## config.mk

```make
export PLATFORM = sky130hd
export DESIGN_NAME = adc_processing
export DESIGN_NICKNAME = d
export VERILOG_FILES = /design/src/source/adc_bus_pkg.sv /design/src/source/adc_data_pkg.sv /design/src/source/adc_control_unit.sv /design/src/source/adc_fault_unit.sv /design/src/source/adc_calibrator.sv /design/src/source/adc_comparators.sv /design/src/source/adc_decimator.sv /design/src/source/adc_processing.sv
export VERILOG_INCLUDE_DIRS = /design/src /design/src/source
export SDC_FILE = /design/constraint.sdc
export NUM_CORES = 1
export LEC_CHECK = 0
export BUFFER_PORTS_ARGS = -buffer_cell sky130_fd_sc_hd__buf_2
export CORE_UTILIZATION = 50
export DETAILED_ROUTE_END_ITERATION = 8
export PLACE_DENSITY = 0.67
export SLEW_MARGIN = 20
export SYNTH_ARGS = -nofsm -noshare
export SYNTH_HDL_FRONTEND = slang
export SYNTH_SLANG_ARGS = --single-unit
```

## constraint.sdc

```tcl
create_clock -name clock -period 27.5 [get_ports clock]
set_input_delay 2.75 -clock clock [delete_from_list [all_inputs] [get_ports clock]]
set_output_delay 2.75 -clock clock [all_outputs]
set_load 0.1 [all_outputs]
```

## src/source/adc_params.svh

```systemverilog
// Widths, register offsets, base address and output credit depth for the ADC channel
`ifndef ADC_PARAMS_SVH
`define ADC_PARAMS_SVH

// Datapath and bus widths
`define ADC_DATA_WIDTH 16
`define ADC_BUS_WIDTH 32
`define ADC_ADDR_WIDTH 32

// Register window
`define ADC_BASE_ADDRESS 32'h43C0_0000

// Threshold registers, slow window in the upper half, fast in the lower half
`define ADC_REG_THRESH_0 32'h00
`define ADC_REG_THRESH_1 32'h04
`define ADC_REG_THRESH_2 32'h08
`define ADC_REG_THRESH_3 32'h0C

`define ADC_REG_CALIB 32'h10
`define ADC_REG_CONTROL 32'h14
`define ADC_REG_STATUS 32'h18

// Output slots the consumer holds
`define ADC_CREDITS 4

`endif

```

## src/source/adc_bus_pkg.sv

```systemverilog
// Register bus request and response structs and the register word decode union
`include "adc_params.svh"

package adc_bus_pkg;

    typedef struct packed {
        logic                       write_strobe;
        logic                       read_strobe;
        logic [`ADC_ADDR_WIDTH-1:0] address;
        logic [`ADC_BUS_WIDTH-1:0]  write_data;
    } bus_request_t;

    typedef struct packed {
        logic                      ready;
        logic                      read_valid;
        logic [`ADC_BUS_WIDTH-1:0] read_data;
    } bus_response_t;

    // Threshold register view
    typedef struct packed {
        logic signed [15:0] slow;
        logic signed [15:0] fast;
    } threshold_pair_t;

    // Control register view
    typedef struct packed {
        logic [7:0] decimation_ratio;
        logic [5:0] reserved;
        logic       disable_fault;
        logic       clear_fault;
        logic [7:0] slow_fault_threshold;
        logic [2:0] shift;
        logic [1:0] clear_latch;
        logic [1:0] latch_mode;
        logic       gain_enable;
    } control_word_t;

    typedef union packed {
        logic [`ADC_BUS_WIDTH-1:0] word;
        threshold_pair_t           pair;
        control_word_t             control;
    } register_word_u;

endpackage

```

## src/source/adc_data_pkg.sv

```systemverilog
// Sample, trip, window and configuration structs shared by the datapath blocks
`include "adc_params.svh"

package adc_data_pkg;

    typedef struct packed {
        logic                             valid;
        logic signed [`ADC_DATA_WIDTH-1:0] value;
    } sample_t;

    // Index 0 is the fast window, index 1 the slow one
    typedef struct packed {
        logic [1:0] high;
        logic [1:0] low;
    } trip_t;

    typedef struct packed {
        logic signed [`ADC_DATA_WIDTH-1:0] low_falling;
        logic signed [`ADC_DATA_WIDTH-1:0] low_rising;
        logic signed [`ADC_DATA_WIDTH-1:0] high_falling;
        logic signed [`ADC_DATA_WIDTH-1:0] high_rising;
    } window_t;

    // Gain is fixed point, 256 is unity
    typedef struct packed {
        logic signed [`ADC_DATA_WIDTH-1:0] offset;
        logic signed [`ADC_DATA_WIDTH-1:0] gain;
        logic [2:0]                        shift;
        logic                              gain_enable;
    } calib_config_t;

    typedef struct packed {
        window_t [1:0] window;
        logic [1:0]    latch_mode;
        logic [1:0]    clear_latch;
    } comp_config_t;

endpackage

```

## src/source/adc_control_unit.sv

```systemverilog
// Register bus decoder, configuration register bank, write sequencer and status readback
`include "adc_params.svh"

module adc_control_unit
    import adc_bus_pkg::*, adc_data_pkg::*;
(
    input  logic          clock,
    input  logic          reset,
    input  bus_request_t  bus_in,
    output bus_response_t bus_out,
    input  trip_t         trips,
    input  logic          fault,
    input  logic          overrun,
    output calib_config_t calib_config,
    output comp_config_t  comp_config,
    output logic [7:0]    decimation_ratio,
    output logic [7:0]    slow_fault_threshold,
    output logic          clear_fault,
    output logic          disable_fault,
    output logic          pipeline_flush
);

    typedef enum logic [1:0] {wait_state, act_state, flush_state} state_t;

    state_t                     state;
    logic                       ready;
    logic                       read_valid;
    logic [`ADC_BUS_WIDTH-1:0]  read_data;
    logic [`ADC_ADDR_WIDTH-1:0] bus_offset;
    logic [`ADC_ADDR_WIDTH-1:0] latched_offset;
    register_word_u             latched_word;
    logic [`ADC_BUS_WIDTH-1:0]  readback;
    logic [`ADC_BUS_WIDTH-1:0]  status_word;
    register_word_u             thresh_reg [4];
    logic [`ADC_BUS_WIDTH-1:0]  calib_reg;
    register_word_u             control_reg;

    assign bus_out = '{ready: ready, read_valid: read_valid, read_data: read_data};
    assign bus_offset = bus_in.address - `ADC_BASE_ADDRESS;
    assign status_word = `ADC_BUS_WIDTH'({trips, overrun, fault});
    assign pipeline_flush = (state == flush_state);

    always_comb begin
        case (bus_offset)
            `ADC_REG_THRESH_0: readback = thresh_reg[0].word;
            `ADC_REG_THRESH_1: readback = thresh_reg[1].word;
            `ADC_REG_THRESH_2: readback = thresh_reg[2].word;
            `ADC_REG_THRESH_3: readback = thresh_reg[3].word;
            `ADC_REG_CALIB:    readback = calib_reg;
            `ADC_REG_CONTROL:  readback = control_reg.word;
            `ADC_REG_STATUS:   readback = status_word;
            default:           readback = '0;
        endcase
    end

    // Write capture
    always_ff @(posedge clock) begin
        if (state == wait_state && bus_in.write_strobe) begin
            latched_offset <= bus_offset;
            latched_word <= bus_in.write_data;
        end
    end

    always_ff @(posedge clock) begin
        if (!reset) begin
            state <= wait_state;
            ready <= 1'b1;
            read_valid <= 1'b0;
            read_data <= '0;
            clear_fault <= 1'b0;
            calib_reg <= '0;
            control_reg <= '0;
            for (int i = 0; i < 4; i++) begin
                thresh_reg[i] <= '0;
            end
        end else begin
            read_valid <= 1'b0;
            read_data <= '0;
            clear_fault <= 1'b0;
            case (state)
                wait_state: begin
                    ready <= 1'b1;
                    if (bus_in.write_strobe) begin
                        ready <= 1'b0;
                        state <= act_state;
                    end else if (bus_in.read_strobe) begin
                        ready <= 1'b0;
                        read_valid <= 1'b1;
                        read_data <= readback;
                    end
                end
                act_state: begin
                    // Unknown offsets and status fall through untouched
                    case (latched_offset)
                        `ADC_REG_THRESH_0, `ADC_REG_THRESH_1,
                        `ADC_REG_THRESH_2, `ADC_REG_THRESH_3:
                            thresh_reg[latched_offset[3:2]] <= latched_word;
                        `ADC_REG_CALIB:   calib_reg <= latched_word.word;
                        `ADC_REG_CONTROL: control_reg <= latched_word;
                        default: ;
                    endcase
                    clear_fault <= (latched_offset == `ADC_REG_CONTROL)
                                   && latched_word.control.clear_fault;
                    state <= flush_state;
                end
                flush_state: begin
                    ready <= 1'b1;
                    state <= wait_state;
                end
                default: state <= wait_state;
            endcase
        end
    end

    // Configuration decode
    always_comb begin
        comp_config.window[0] = '{low_falling: thresh_reg[0].pair.fast,
                                  low_rising: thresh_reg[1].pair.fast,
                                  high_falling: thresh_reg[2].pair.fast,
                                  high_rising: thresh_reg[3].pair.fast};
        comp_config.window[1] = '{low_falling: thresh_reg[0].pair.slow,
                                  low_rising: thresh_reg[1].pair.slow,
                                  high_falling: thresh_reg[2].pair.slow,
                                  high_rising: thresh_reg[3].pair.slow};
        comp_config.latch_mode = control_reg.control.latch_mode;
        comp_config.clear_latch = control_reg.control.clear_latch;
        calib_config.offset = calib_reg[15:0];
        calib_config.gain = calib_reg[31:16];
        calib_config.shift = control_reg.control.shift;
        calib_config.gain_enable = control_reg.control.gain_enable;
    end

    assign decimation_ratio = control_reg.control.decimation_ratio;
    assign slow_fault_threshold = control_reg.control.slow_fault_threshold;
    assign disable_fault = control_reg.control.disable_fault;

    // Master must respect ready
    assert property (@(posedge clock) disable iff (!reset)
        !ready |-> !(bus_in.write_strobe || bus_in.read_strobe))
        else $error("bus strobe while ready is low");

    assert property (@(posedge clock) disable iff (!reset)
        $rose(pipeline_flush) |=> !pipeline_flush)
        else $error("pipeline flush longer than one cycle");

endmodule

```

## src/source/adc_fault_unit.sv

```systemverilog
// Protection fault from comparator trips, with arming, slow trip counter and sticky latch
module adc_fault_unit
    import adc_data_pkg::*;
#(
    parameter bit sticky_fault = 1'b0
) (
    input  logic       clock,
    input  logic       reset,
    input  trip_t      trips,
    input  logic       sample_valid,
    input  logic       disable_fault,
    input  logic       clear_fault,
    input  logic [7:0] slow_fault_threshold,
    output logic       fault
);

    generate
        if (!sticky_fault) begin : g_direct
            assign fault = |{trips.high, trips.low};
        end else begin : g_sticky
            logic       armed;
            logic       trip_valid;
            logic       fault_q;
            logic       fast_trip;
            logic       slow_trip;
            logic [7:0] slow_count;
            logic [7:0] threshold;

            assign fast_trip = trips.high[0] | trips.low[0];
            assign slow_trip = trips.high[1] | trips.low[1];
            assign threshold = (slow_fault_threshold == 8'd0) ? 8'd1 : slow_fault_threshold;
            assign fault = fault_q;

            // Arms on the first sample after reset or after disable drops
            always_ff @(posedge clock) begin
                if (!reset || disable_fault) begin
                    armed <= 1'b0;
                end else if (sample_valid) begin
                    armed <= 1'b1;
                end
            end

            // Trips lag the calibrated sample by one cycle
            always_ff @(posedge clock) begin
                if (!reset) begin
                    trip_valid <= 1'b0;
                end else begin
                    trip_valid <= sample_valid;
                end
            end

            always_ff @(posedge clock) begin
                if (!reset || !armed) begin
                    fault_q <= 1'b0;
                    slow_count <= '0;
                end else begin
                    if (!slow_trip) begin
                        slow_count <= '0;
                    end else if (trip_valid && slow_count != 8'hFF) begin
                        slow_count <= slow_count + 8'd1;
                    end
                    if (fast_trip || (slow_trip && trip_valid
                            && {1'b0, slow_count} + 9'd1 >= {1'b0, threshold})) begin
                        fault_q <= 1'b1;
                    end else if (clear_fault && !fast_trip && !slow_trip) begin
                        fault_q <= 1'b0;
                    end
                end
            end
        end
    endgenerate

endmodule

```

## src/source/adc_calibrator.sv

```systemverilog
// Sample calibration with offset, gain, arithmetic shift and saturation
module adc_calibrator
    import adc_data_pkg::*;
(
    input  logic          clock,
    input  logic          reset,
    input  logic          flush,
    input  calib_config_t calib_config,
    input  sample_t       in_sample,
    output sample_t       out_sample
);

    logic signed [16:0] offset_sum;
    logic signed [32:0] product;
    logic signed [32:0] scaled;
    logic signed [15:0] saturated;
    logic [3:0]         shift_total;
    logic               out_valid;
    logic signed [15:0] out_value;

    assign offset_sum = in_sample.value + calib_config.offset;
    assign product = offset_sum * calib_config.gain;
    // Gain is Q8, so the fixed part of the shift is 8
    assign shift_total = 4'd8 + {1'b0, calib_config.shift};
    assign scaled = calib_config.gain_enable ? (product >>> shift_total) : offset_sum;

    always_comb begin
        if (scaled > 33'sd32767) begin
            saturated = 16'sh7FFF;
        end else if (scaled < -33'sd32768) begin
            saturated = 16'sh8000;
        end else begin
            saturated = scaled[15:0];
        end
    end

    always_ff @(posedge clock) begin
        if (!reset) begin
            out_valid <= 1'b0;
        end else begin
            out_valid <= in_sample.valid && !flush;
        end
    end

    always_ff @(posedge clock) begin
        out_value <= saturated;
    end

    assign out_sample = '{valid: out_valid, value: out_value};

    assert property (@(posedge clock) disable iff (!reset)
        flush |=> !out_sample.valid)
        else $error("calibrated sample valid right after a flush");

endmodule

```

## src/source/adc_comparators.sv

```systemverilog
// Fast and slow hysteresis windows producing high and low trips, with optional latching
module adc_comparators
    import adc_data_pkg::*;
(
    input  logic         clock,
    input  logic         reset,
    input  logic         flush,
    input  comp_config_t comp_config,
    input  sample_t      in_sample,
    output trip_t        trips
);

    logic [1:0] low_q;
    logic [1:0] high_q;
    logic [1:0] clear_now;

    // A latched trip ignores its release threshold
    function automatic logic next_trip(
        input logic current,
        input logic set_cond,
        input logic release_cond,
        input logic latched
    );
        if (set_cond) begin
            return 1'b1;
        end
        if (!latched && release_cond) begin
            return 1'b0;
        end
        return current;
    endfunction

    // Only latched trips are cleared by a clear bit or a flush
    assign clear_now = comp_config.latch_mode & (comp_config.clear_latch | {2{flush}});

    always_ff @(posedge clock) begin
        if (!reset) begin
            low_q <= '0;
            high_q <= '0;
        end else begin
            for (int i = 0; i < 2; i++) begin
                if (clear_now[i]) begin
                    low_q[i] <= 1'b0;
                    high_q[i] <= 1'b0;
                end else if (in_sample.valid) begin
                    low_q[i] <= next_trip(low_q[i],
                        in_sample.value < comp_config.window[i].low_falling,
                        in_sample.value > comp_config.window[i].low_rising,
                        comp_config.latch_mode[i]);
                    high_q[i] <= next_trip(high_q[i],
                        in_sample.value > comp_config.window[i].high_rising,
                        in_sample.value < comp_config.window[i].high_falling,
                        comp_config.latch_mode[i]);
                end
            end
        end
    end

    assign trips = '{high: high_q, low: low_q};

endmodule

```

## src/source/adc_decimator.sv

```systemverilog
// Keep-every-Nth decimation with credit based output flow control and overrun flag
`include "adc_params.svh"

module adc_decimator
    import adc_data_pkg::*;
(
    input  logic       clock,
    input  logic       reset,
    input  logic       flush,
    input  logic [7:0] ratio,
    input  sample_t    in_sample,
    input  logic       credit,
    output sample_t    out_sample,
    output logic       overrun
);

    localparam int credit_width = $clog2(`ADC_CREDITS + 1);

    logic [7:0]              phase;
    logic [7:0]              ratio_used;
    logic [credit_width-1:0] credits;
    logic                    keep;
    logic                    send;
    logic                    out_valid;
    logic signed [15:0]      out_value;

    assign ratio_used = (ratio == 8'd0) ? 8'd1 : ratio;
    assign keep = in_sample.valid && (phase == 8'd0);
    assign send = keep && (credits != '0) && !flush;

    always_ff @(posedge clock) begin
        if (!reset) begin
            phase <= '0;
            credits <= credit_width'(`ADC_CREDITS);
            overrun <= 1'b0;
            out_valid <= 1'b0;
        end else begin
            out_valid <= send;
            credits <= credits + credit_width'(credit) - credit_width'(send);
            if (flush) begin
                phase <= '0;
                overrun <= 1'b0;
            end else if (in_sample.valid) begin
                phase <= (phase + 8'd1 >= ratio_used) ? 8'd0 : phase + 8'd1;
                // Kept sample with no slot left
                if (keep && credits == '0) begin
                    overrun <= 1'b1;
                end
            end
        end
    end

    always_ff @(posedge clock) begin
        if (keep) begin
            out_value <= in_sample.value;
        end
    end

    assign out_sample = '{valid: out_valid, value: out_value};

    // Consumer must not return more credits than it was given
    assert property (@(posedge clock) disable iff (!reset)
        credits <= credit_width'(`ADC_CREDITS))
        else $error("credit count above the credit depth");

endmodule

```

## src/source/adc_processing.sv

```systemverilog
// ADC channel top level joining the control unit and the conditioning datapath
module adc_processing
    import adc_bus_pkg::*, adc_data_pkg::*;
#(
    parameter bit sticky_fault = 1'b0
) (
    input  logic          clock,
    input  logic          reset,
    input  bus_request_t  bus_in,
    output bus_response_t bus_out,
    input  sample_t       in_sample,
    output sample_t       out_sample,
    input  logic          credit,
    output logic          fault
);

    calib_config_t calib_config;
    comp_config_t  comp_config;
    logic [7:0]    decimation_ratio;
    logic [7:0]    slow_fault_threshold;
    logic          clear_fault;
    logic          disable_fault;
    logic          pipeline_flush;
    sample_t       calibrated;
    trip_t         trips;
    logic          overrun;

    adc_control_unit i_control_unit (
        .clock(clock),
        .reset(reset),
        .bus_in(bus_in),
        .bus_out(bus_out),
        .trips(trips),
        .fault(fault),
        .overrun(overrun),
        .calib_config(calib_config),
        .comp_config(comp_config),
        .decimation_ratio(decimation_ratio),
        .slow_fault_threshold(slow_fault_threshold),
        .clear_fault(clear_fault),
        .disable_fault(disable_fault),
        .pipeline_flush(pipeline_flush)
    );

    adc_calibrator i_calibrator (
        .clock(clock),
        .reset(reset),
        .flush(pipeline_flush),
        .calib_config(calib_config),
        .in_sample(in_sample),
        .out_sample(calibrated)
    );

    adc_comparators i_comparators (
        .clock(clock),
        .reset(reset),
        .flush(pipeline_flush),
        .comp_config(comp_config),
        .in_sample(calibrated),
        .trips(trips)
    );

    adc_fault_unit #(.sticky_fault(sticky_fault)) i_fault_unit (
        .clock(clock),
        .reset(reset),
        .trips(trips),
        .sample_valid(calibrated.valid),
        .disable_fault(disable_fault),
        .clear_fault(clear_fault),
        .slow_fault_threshold(slow_fault_threshold),
        .fault(fault)
    );

    adc_decimator i_decimator (
        .clock(clock),
        .reset(reset),
        .flush(pipeline_flush),
        .ratio(decimation_ratio),
        .in_sample(calibrated),
        .credit(credit),
        .out_sample(out_sample),
        .overrun(overrun)
    );

endmodule

```

Word level (Yosys, flattened, before mapping)
Memories as Yosys holds them, arrays and structs flattened.
Index checks and enable logic that the tools add are counted.
{ "classes": {"shifts": 1, "mul": 1, "n_mux": 71, "n_reduce_logical": 40, "n_bitwise": 5, "magnitude_cmp": 11, "n_addsub": 6, "eq_ne": 14} }
{ "op_table": {"columns": ["operator", "count"], "rows": [
  ["case mux 32 bit (7 select lines)", 1],
  ["equality test 32 x 5 -> 1 bit (second input constant)", 5],
  ["equality test 32 x 4 -> 1 bit (second input constant)", 4],
  ["equality test 32 x 3 -> 1 bit (second input constant)", 2],
  ["> comparator 16 bit", 4],
  ["logical NOT 32 bit", 2],
  ["< comparator 16 bit", 4],
  ["2-to-1 mux 1 bit", 61],
  ["> comparator 33 x 16 -> 1 bit (second input constant)", 1],
  ["< comparator 33 x 16 -> 1 bit (second input constant)", 1],
  ["multiplier 17 x 16 -> 33 bit", 1],
  ["2-to-1 mux 33 bit", 1],
  [">>> shifter 33 x 4 -> 33 bit", 1],
  ["2-to-1 mux 32 bit", 1],
  ["OR reduction 32 bit", 1],
  ["subtractor 32 x 31 -> 32 bit (second input constant)", 1],
  ["adder 16 x 16 -> 17 bit", 1],
  ["logical NOT 8 bit", 2],
  ["2-to-1 mux 16 bit", 1],
  ["2-to-1 mux 8 bit", 2],
  ["AND reduction 2 bit", 7],
  ["OR reduction 4 bit", 3],
  ["logical AND 1 bit", 10],
  ["nonzero test 2 bit", 5],
  ["other kinds (20)", 27]
]} }
{ "totals": {"register_bits": 214, "inputBits": 86, "out_inout_bits": 52, "mem_bits_rw": 128, "mem_count": 1} }
{ "memory_table": {"columns": ["memory", "depth", "width", "rd", "rd_clocked_by_memory_dff", "write_ports", "line_no", "rtl"], "rows": [
  ["i_control_unit.thresh_reg", 4, 32, 4, 0, 4, "adc_control_unit.sv:34", "register_word_u thresh_reg [4];"]
]} }

Longest topological paths before layout
An unclocked memory read counts as a cell.
{ "logic_depth": {"word_depth": 12, "ltp_mapped": 37, "ltp_nobuf": 34} }

Modules after synthesis
Synthesis repeated with hierarchy kept, for this count alone.
{ "unflattened": {"hier_cells": 3230, "hier_area_um2": 30953.4} }
{ "modules_own_cells": {"columns": ["module", "seq_area_each_um2", "area_per_inst_um2", "cells_per_inst", "n_inst"], "rows": [
  ["adc_calibrator", 340.3, 13385.3, 1573, 1],
  ["adc_control_unit", 7787.5, 12799.8, 1082, 1],
  ["adc_comparators", 80.1, 3368.2, 457, 1],
  ["adc_decimator", 740.7, 1392.6, 117, 1],
  ["adc_fault_unit", 0.0, 7.5, 1, 1]
]} }

Least setup slack after synthesis
No wires, ideal clock.
{ "synth_path": {"path_type": "input port to flip-flop", "start": "input port in_sample[0] (netlist bit)", "end": "register i_calibrator.out_value[10]", "stages": 30, "n_path_buf": 3, "path_slack_ps": 15887, "arrival_ps": 11487, "required_ps": 27374, "path_cell_list": "ha_1 -> fa_1 -> a21o_1 -> a21oi_1 -> o21ai_0 -> a2111oi_0 -> o21bai_1 -> a21oi_2 -> clkbuf_1 -> nand2_1 -> fa_1 -> fa_1 -> fa_1 -> fa_1 -> fa_1 -> fa_1 -> inv_1 -> ha_1 -> clkbuf_1 -> and3_1 -> and3_1 -> a211o_1 -> or3_1 -> and2_1 -> mux4_2 -> a311oi_2 -> o211a_1 -> a41o_2 -> buf_4 -> o31ai_1"} }
{ "synth_via": {"elab_chain_len": 6, "word_cells_on_any_way": 7, "classes_between": "add/sub (1); mul (1); order compare (2); shift (1); mux (2)"} }
{ "synth_lines": {"columns": ["item", "line_no", "rtl"], "rows": [
  ["from (decl)", "adc_processing.sv:11", "input sample_t in_sample,"],
  ["adder 16 x 16 -> 17 bit *", "adc_calibrator.sv:21", "assign offset_sum = in_sample.value + calib_config.offset;"],
  ["multiplier 17 x 16 -> 33 bit", "adc_calibrator.sv:22", "assign product = offset_sum * calib_config.gain;"],
  [">>> shifter 33 x 4 -> 33 bit", "adc_calibrator.sv:25", "assign scaled = calib_config.gain_enable ? (product >>> shift_total) : offset_sum;"],
  ["2-to-1 mux 33 bit *", "adc_calibrator.sv:25", null],
  ["< comparator 33 x 16 -> 1 bit", "adc_calibrator.sv:30", "end else if (scaled < -33'sd32768) begin"],
  ["2-to-1 mux 16 bit", "adc_calibrator.sv:30", null],
  ["to (signal assigned)", "adc_calibrator.sv:46", "out_value <= saturated;"],
  ["to (decl)", "adc_calibrator.sv:19", "logic signed [15:0] out_value;"]
]} }
Mark *: on every way between the ends. The rest lies on a longest branch, timed or not.
A chain may end at the register's enable or synchronous reset.

Final worst setup path
{ "layout_path": {"start": "input port in_sample[0] (netlist bit)", "end": "register i_calibrator.out_value[7]"} }
Same word-level chain as after synthesis.

==> flow_summary.toml <==
[final_layout]
finalInstanceArea_sq_um = 31300
largest_reg_flops = 128
drive_above_1_share_pct = 9.27
layout_commonest_cell = "inv_1"
final_cell_mix = "inv_1, fa_1, nand2_1"
syn_to_final_growth_pct = 9.23
num_antenna_cells = 0
nets = 3648
fillers = 5073

[detailed_routing]
first_pass_iters = 5
dr_total_vias = 22100
ant_nets = 0
wirelength_mm = 82.4
drt_iter0_markers = 2023
routedWlPerCell_um = 21.5
vias_per_cell = 5.77
drc = 0

[cts]
clock_path_buffers = 3
clock-sinks = 342
post-cts-setup-buffers = 0
cts_made_buffers = 34
clkLatencyLatePin_ps = 550
cts-root-buf = "clkbuf_16"
cts_repair_resize_count = 0
htreeDepth = 2
clkTransAtPathRegs_ps = 70
cts_tree = "built"
cts_hold_buf = 0

[outcome]
outcome = "finished clean"

[power_and_ir_drop]
pwr-share-comb_pct = 10.6
internal_power_mw = 0.863
p_switching_mw = 0.310
p_clk_share_pct = 39.3
leakagePower_nw = 13.4
seqPwrFrac_pct = 50.1
irDropWorstVdd_mv = 0.0403
switching_share_pct = 26.4
p_per_area_nw_per_um2 = 37.5

[worst_setup_path]
path_max_fanout = 17
r2r_cells = 34
crit_start = "in_sample[0]"
r2r_start = "i_control_unit.calib_reg[0]"
crit_path_end = "i_calibrator.out_value[7]"
slowest_stage = "o311ai_0"
rrSetupSlack_ps = 16970
criticalPathCategory = "input port to register"
cp.arrival_ps = 12830
end_kind = "register"
required_ps = 27960
cp_slowest_stage_delay_ps = 620
r2r_end = "i_calibrator.out_value[7]"
start_kind = "input port"
crit_top_cell = "fa_1"

[sta]
timing.fmax_mhz = 80.8
setup_tns_ps = 0
skew_ps = 33.0
finalSetupViolations = 0
tightestPinTransition_ps = 1090
slew_violations = 0
rsz0062_at_grt = "no"
min_period_over_period_pct = 45.0
hold_violations = 0
max-slew-margin-rel_pct = 27.6
finalCriticalPeriod_ps = 12380

[synthesis]
synthXorXnorAreaFrac_pct = 1.83
yosys_warnings = 0
synthTopCellsByArea = "edfxtp_1, fa_1, ha_1, dfxtp_1, inv_1"
synth.top_cell.area_share_pct = 21.8
postSynthCellCount = 2964
synth_edf_count = 208
synth-simple-area-share_pct = 13.5
avgSynthCellArea_sq_um = 9.67
synthMuxAreaShare_pct = 3.84
ys_ff_latch = 342
synthFlopType = "edfxtp_1"
async_reset_ff_share_pct = 0
yosys.area.top_type = "edfxtp_1"
synthAdderAreaFrac_pct = 29.6
synth_compound_area_share_pct = 11.7
syn_area_sq_um = 28600
synth_top_family_by_area = "adder cells"
synth_cell_types = 75
seq_area_frac_synth_pct = 31.2
syn_nets = 3562

[placement]
port_buffers = 137
gp_congestion = 0.970
place_area_sq_um = 30200
dpl.hpwl_mm = 62.6

[die]
die_h_um = 241
row_count = 87
die-area_sq_um = 58300
num_io_pins = 138
start_util_pct = 50.7
fp.coreArea_sq_um = 56500
die-width_um = 241

[global_route]
grt_pass1_vias = 22400
grt_pass1_wl_mm = 129
grt_max_degree = 69
grt_use_total_pct = 29.0
antenna_found_initial = 1
grt_overflow = 0

[job]
maxCapViolCount = 0

[min_path]
hold_path_depth = 2
min_path_type = "register to register"
metal layers:
layer	GRT usage, %	vias to the layer above	wire [um]
met5	0	-	10
met4	7.81	2	2240
met3	6.37	129	7480
met2	43.7	908	36000
met1	42.1	11000	36700
li1	-	10100	-
area by class of cell:
type / count / area, sq um / share of cell area, %
well taps: 756 / 946 / 3.02
flip-flops and latches: 342 / 8930 / 28.5
multi-input cells: 1995 / 17400 / 55.7
inverters: 494 / 1850 / 5.93
repair buffers: 183 / 1030 / 3.29
clock inverters: 13 / 101 / 0.324
clock buffers: 49 / 990 / 3.16
cells by family after synthesis:
logic type / after synthesis
AOI/OAI and AO/OA: 494
and+or+nand+nor: 828
adders and majority gates: 512
buffers and inverters: 627
muxes: 101
xor gates and xnor gates: 60
DFF: 342
stage by stage:
stage               hold WS [ps]  total power, mW  worst slack [ps]  utilization [%]  instances
floorplan                    438            0.670             15890                -       2964
global placement             478            0.716             14840             53.5       3770
detailed placement           481            0.720             14680             53.5       3770
CTS                          502             1.18             15210             55.4       3832
global route                 513             1.21             14620             55.4       3832
finish                       501             1.17             15120             55.4       3832
power groups by stage:
stage,clock [mW],combinational (mW),sequential [mW]
4_1_cts,0.465,0.123,0.587
6_report,0.461,0.124,0.588
3_5_place_dp,0,0.122,0.598
3_3_place_gp,0,0.119,0.597
5_1_grt,0.481,0.137,0.590
2_1_floorplan,0,0.0743,0.596
synth_stat cells, drive strengths merged (4+ instances only):
cell,number
inv,492
fa,277
nor2,255
nand2,254
ha,235
edfxtp,208
dfxtp,134
and2,129
clkbuf,121
a22oi,94
a21oi,91
mux2i,83
o21ai,76
a21o,51
a31oi,39
nand2b,37
xnor2,36
nand3,33
nand4,27
nor3,26
xor2,24
o21a,23
a211oi,20
nor4,15
nor2b,14
buf,12
mux2,12
and3,10
o211ai,10
o31ai,10
o22ai,8
a21boi,7
a222oi,7
a2111oi,6
mux4,6
o221ai,6
or3,6
a41oi,5
o21bai,5
a221oi,4
a311oi,4
and4,4
nor3b,4
nor4b,4
worst max-delay path, delay by kind of cell:
kind / cells / cell delay (ps)
buffers and inverters: 6 / 520
and+or+nand+nor: 2 / 330
adders and majority gates: 9 / 4180
AOI/OAI and AO/OA: 17 / 4930
xor gates and xnor gates: 1 / 80
worst min-delay path by stage:
stage | start | to | slack, ps
floorplan | i_decimator.overrun | i_decimator.overrun | 440
global placement | i_control_unit.control_reg[22] | i_control_unit.control_reg[22] | 480
detailed placement | i_control_unit.control_reg[16] | i_control_unit.control_reg[16] | 480
CTS | i_control_unit.control_reg[20] | i_control_unit.control_reg[20] | 500
global route | i_control_unit.control_reg[16] | i_control_unit.control_reg[16] | 510
finish | i_decimator.phase[7] | i_decimator.phase[7] | 500
No activity file was read; power rests on OpenSTA's default activity.
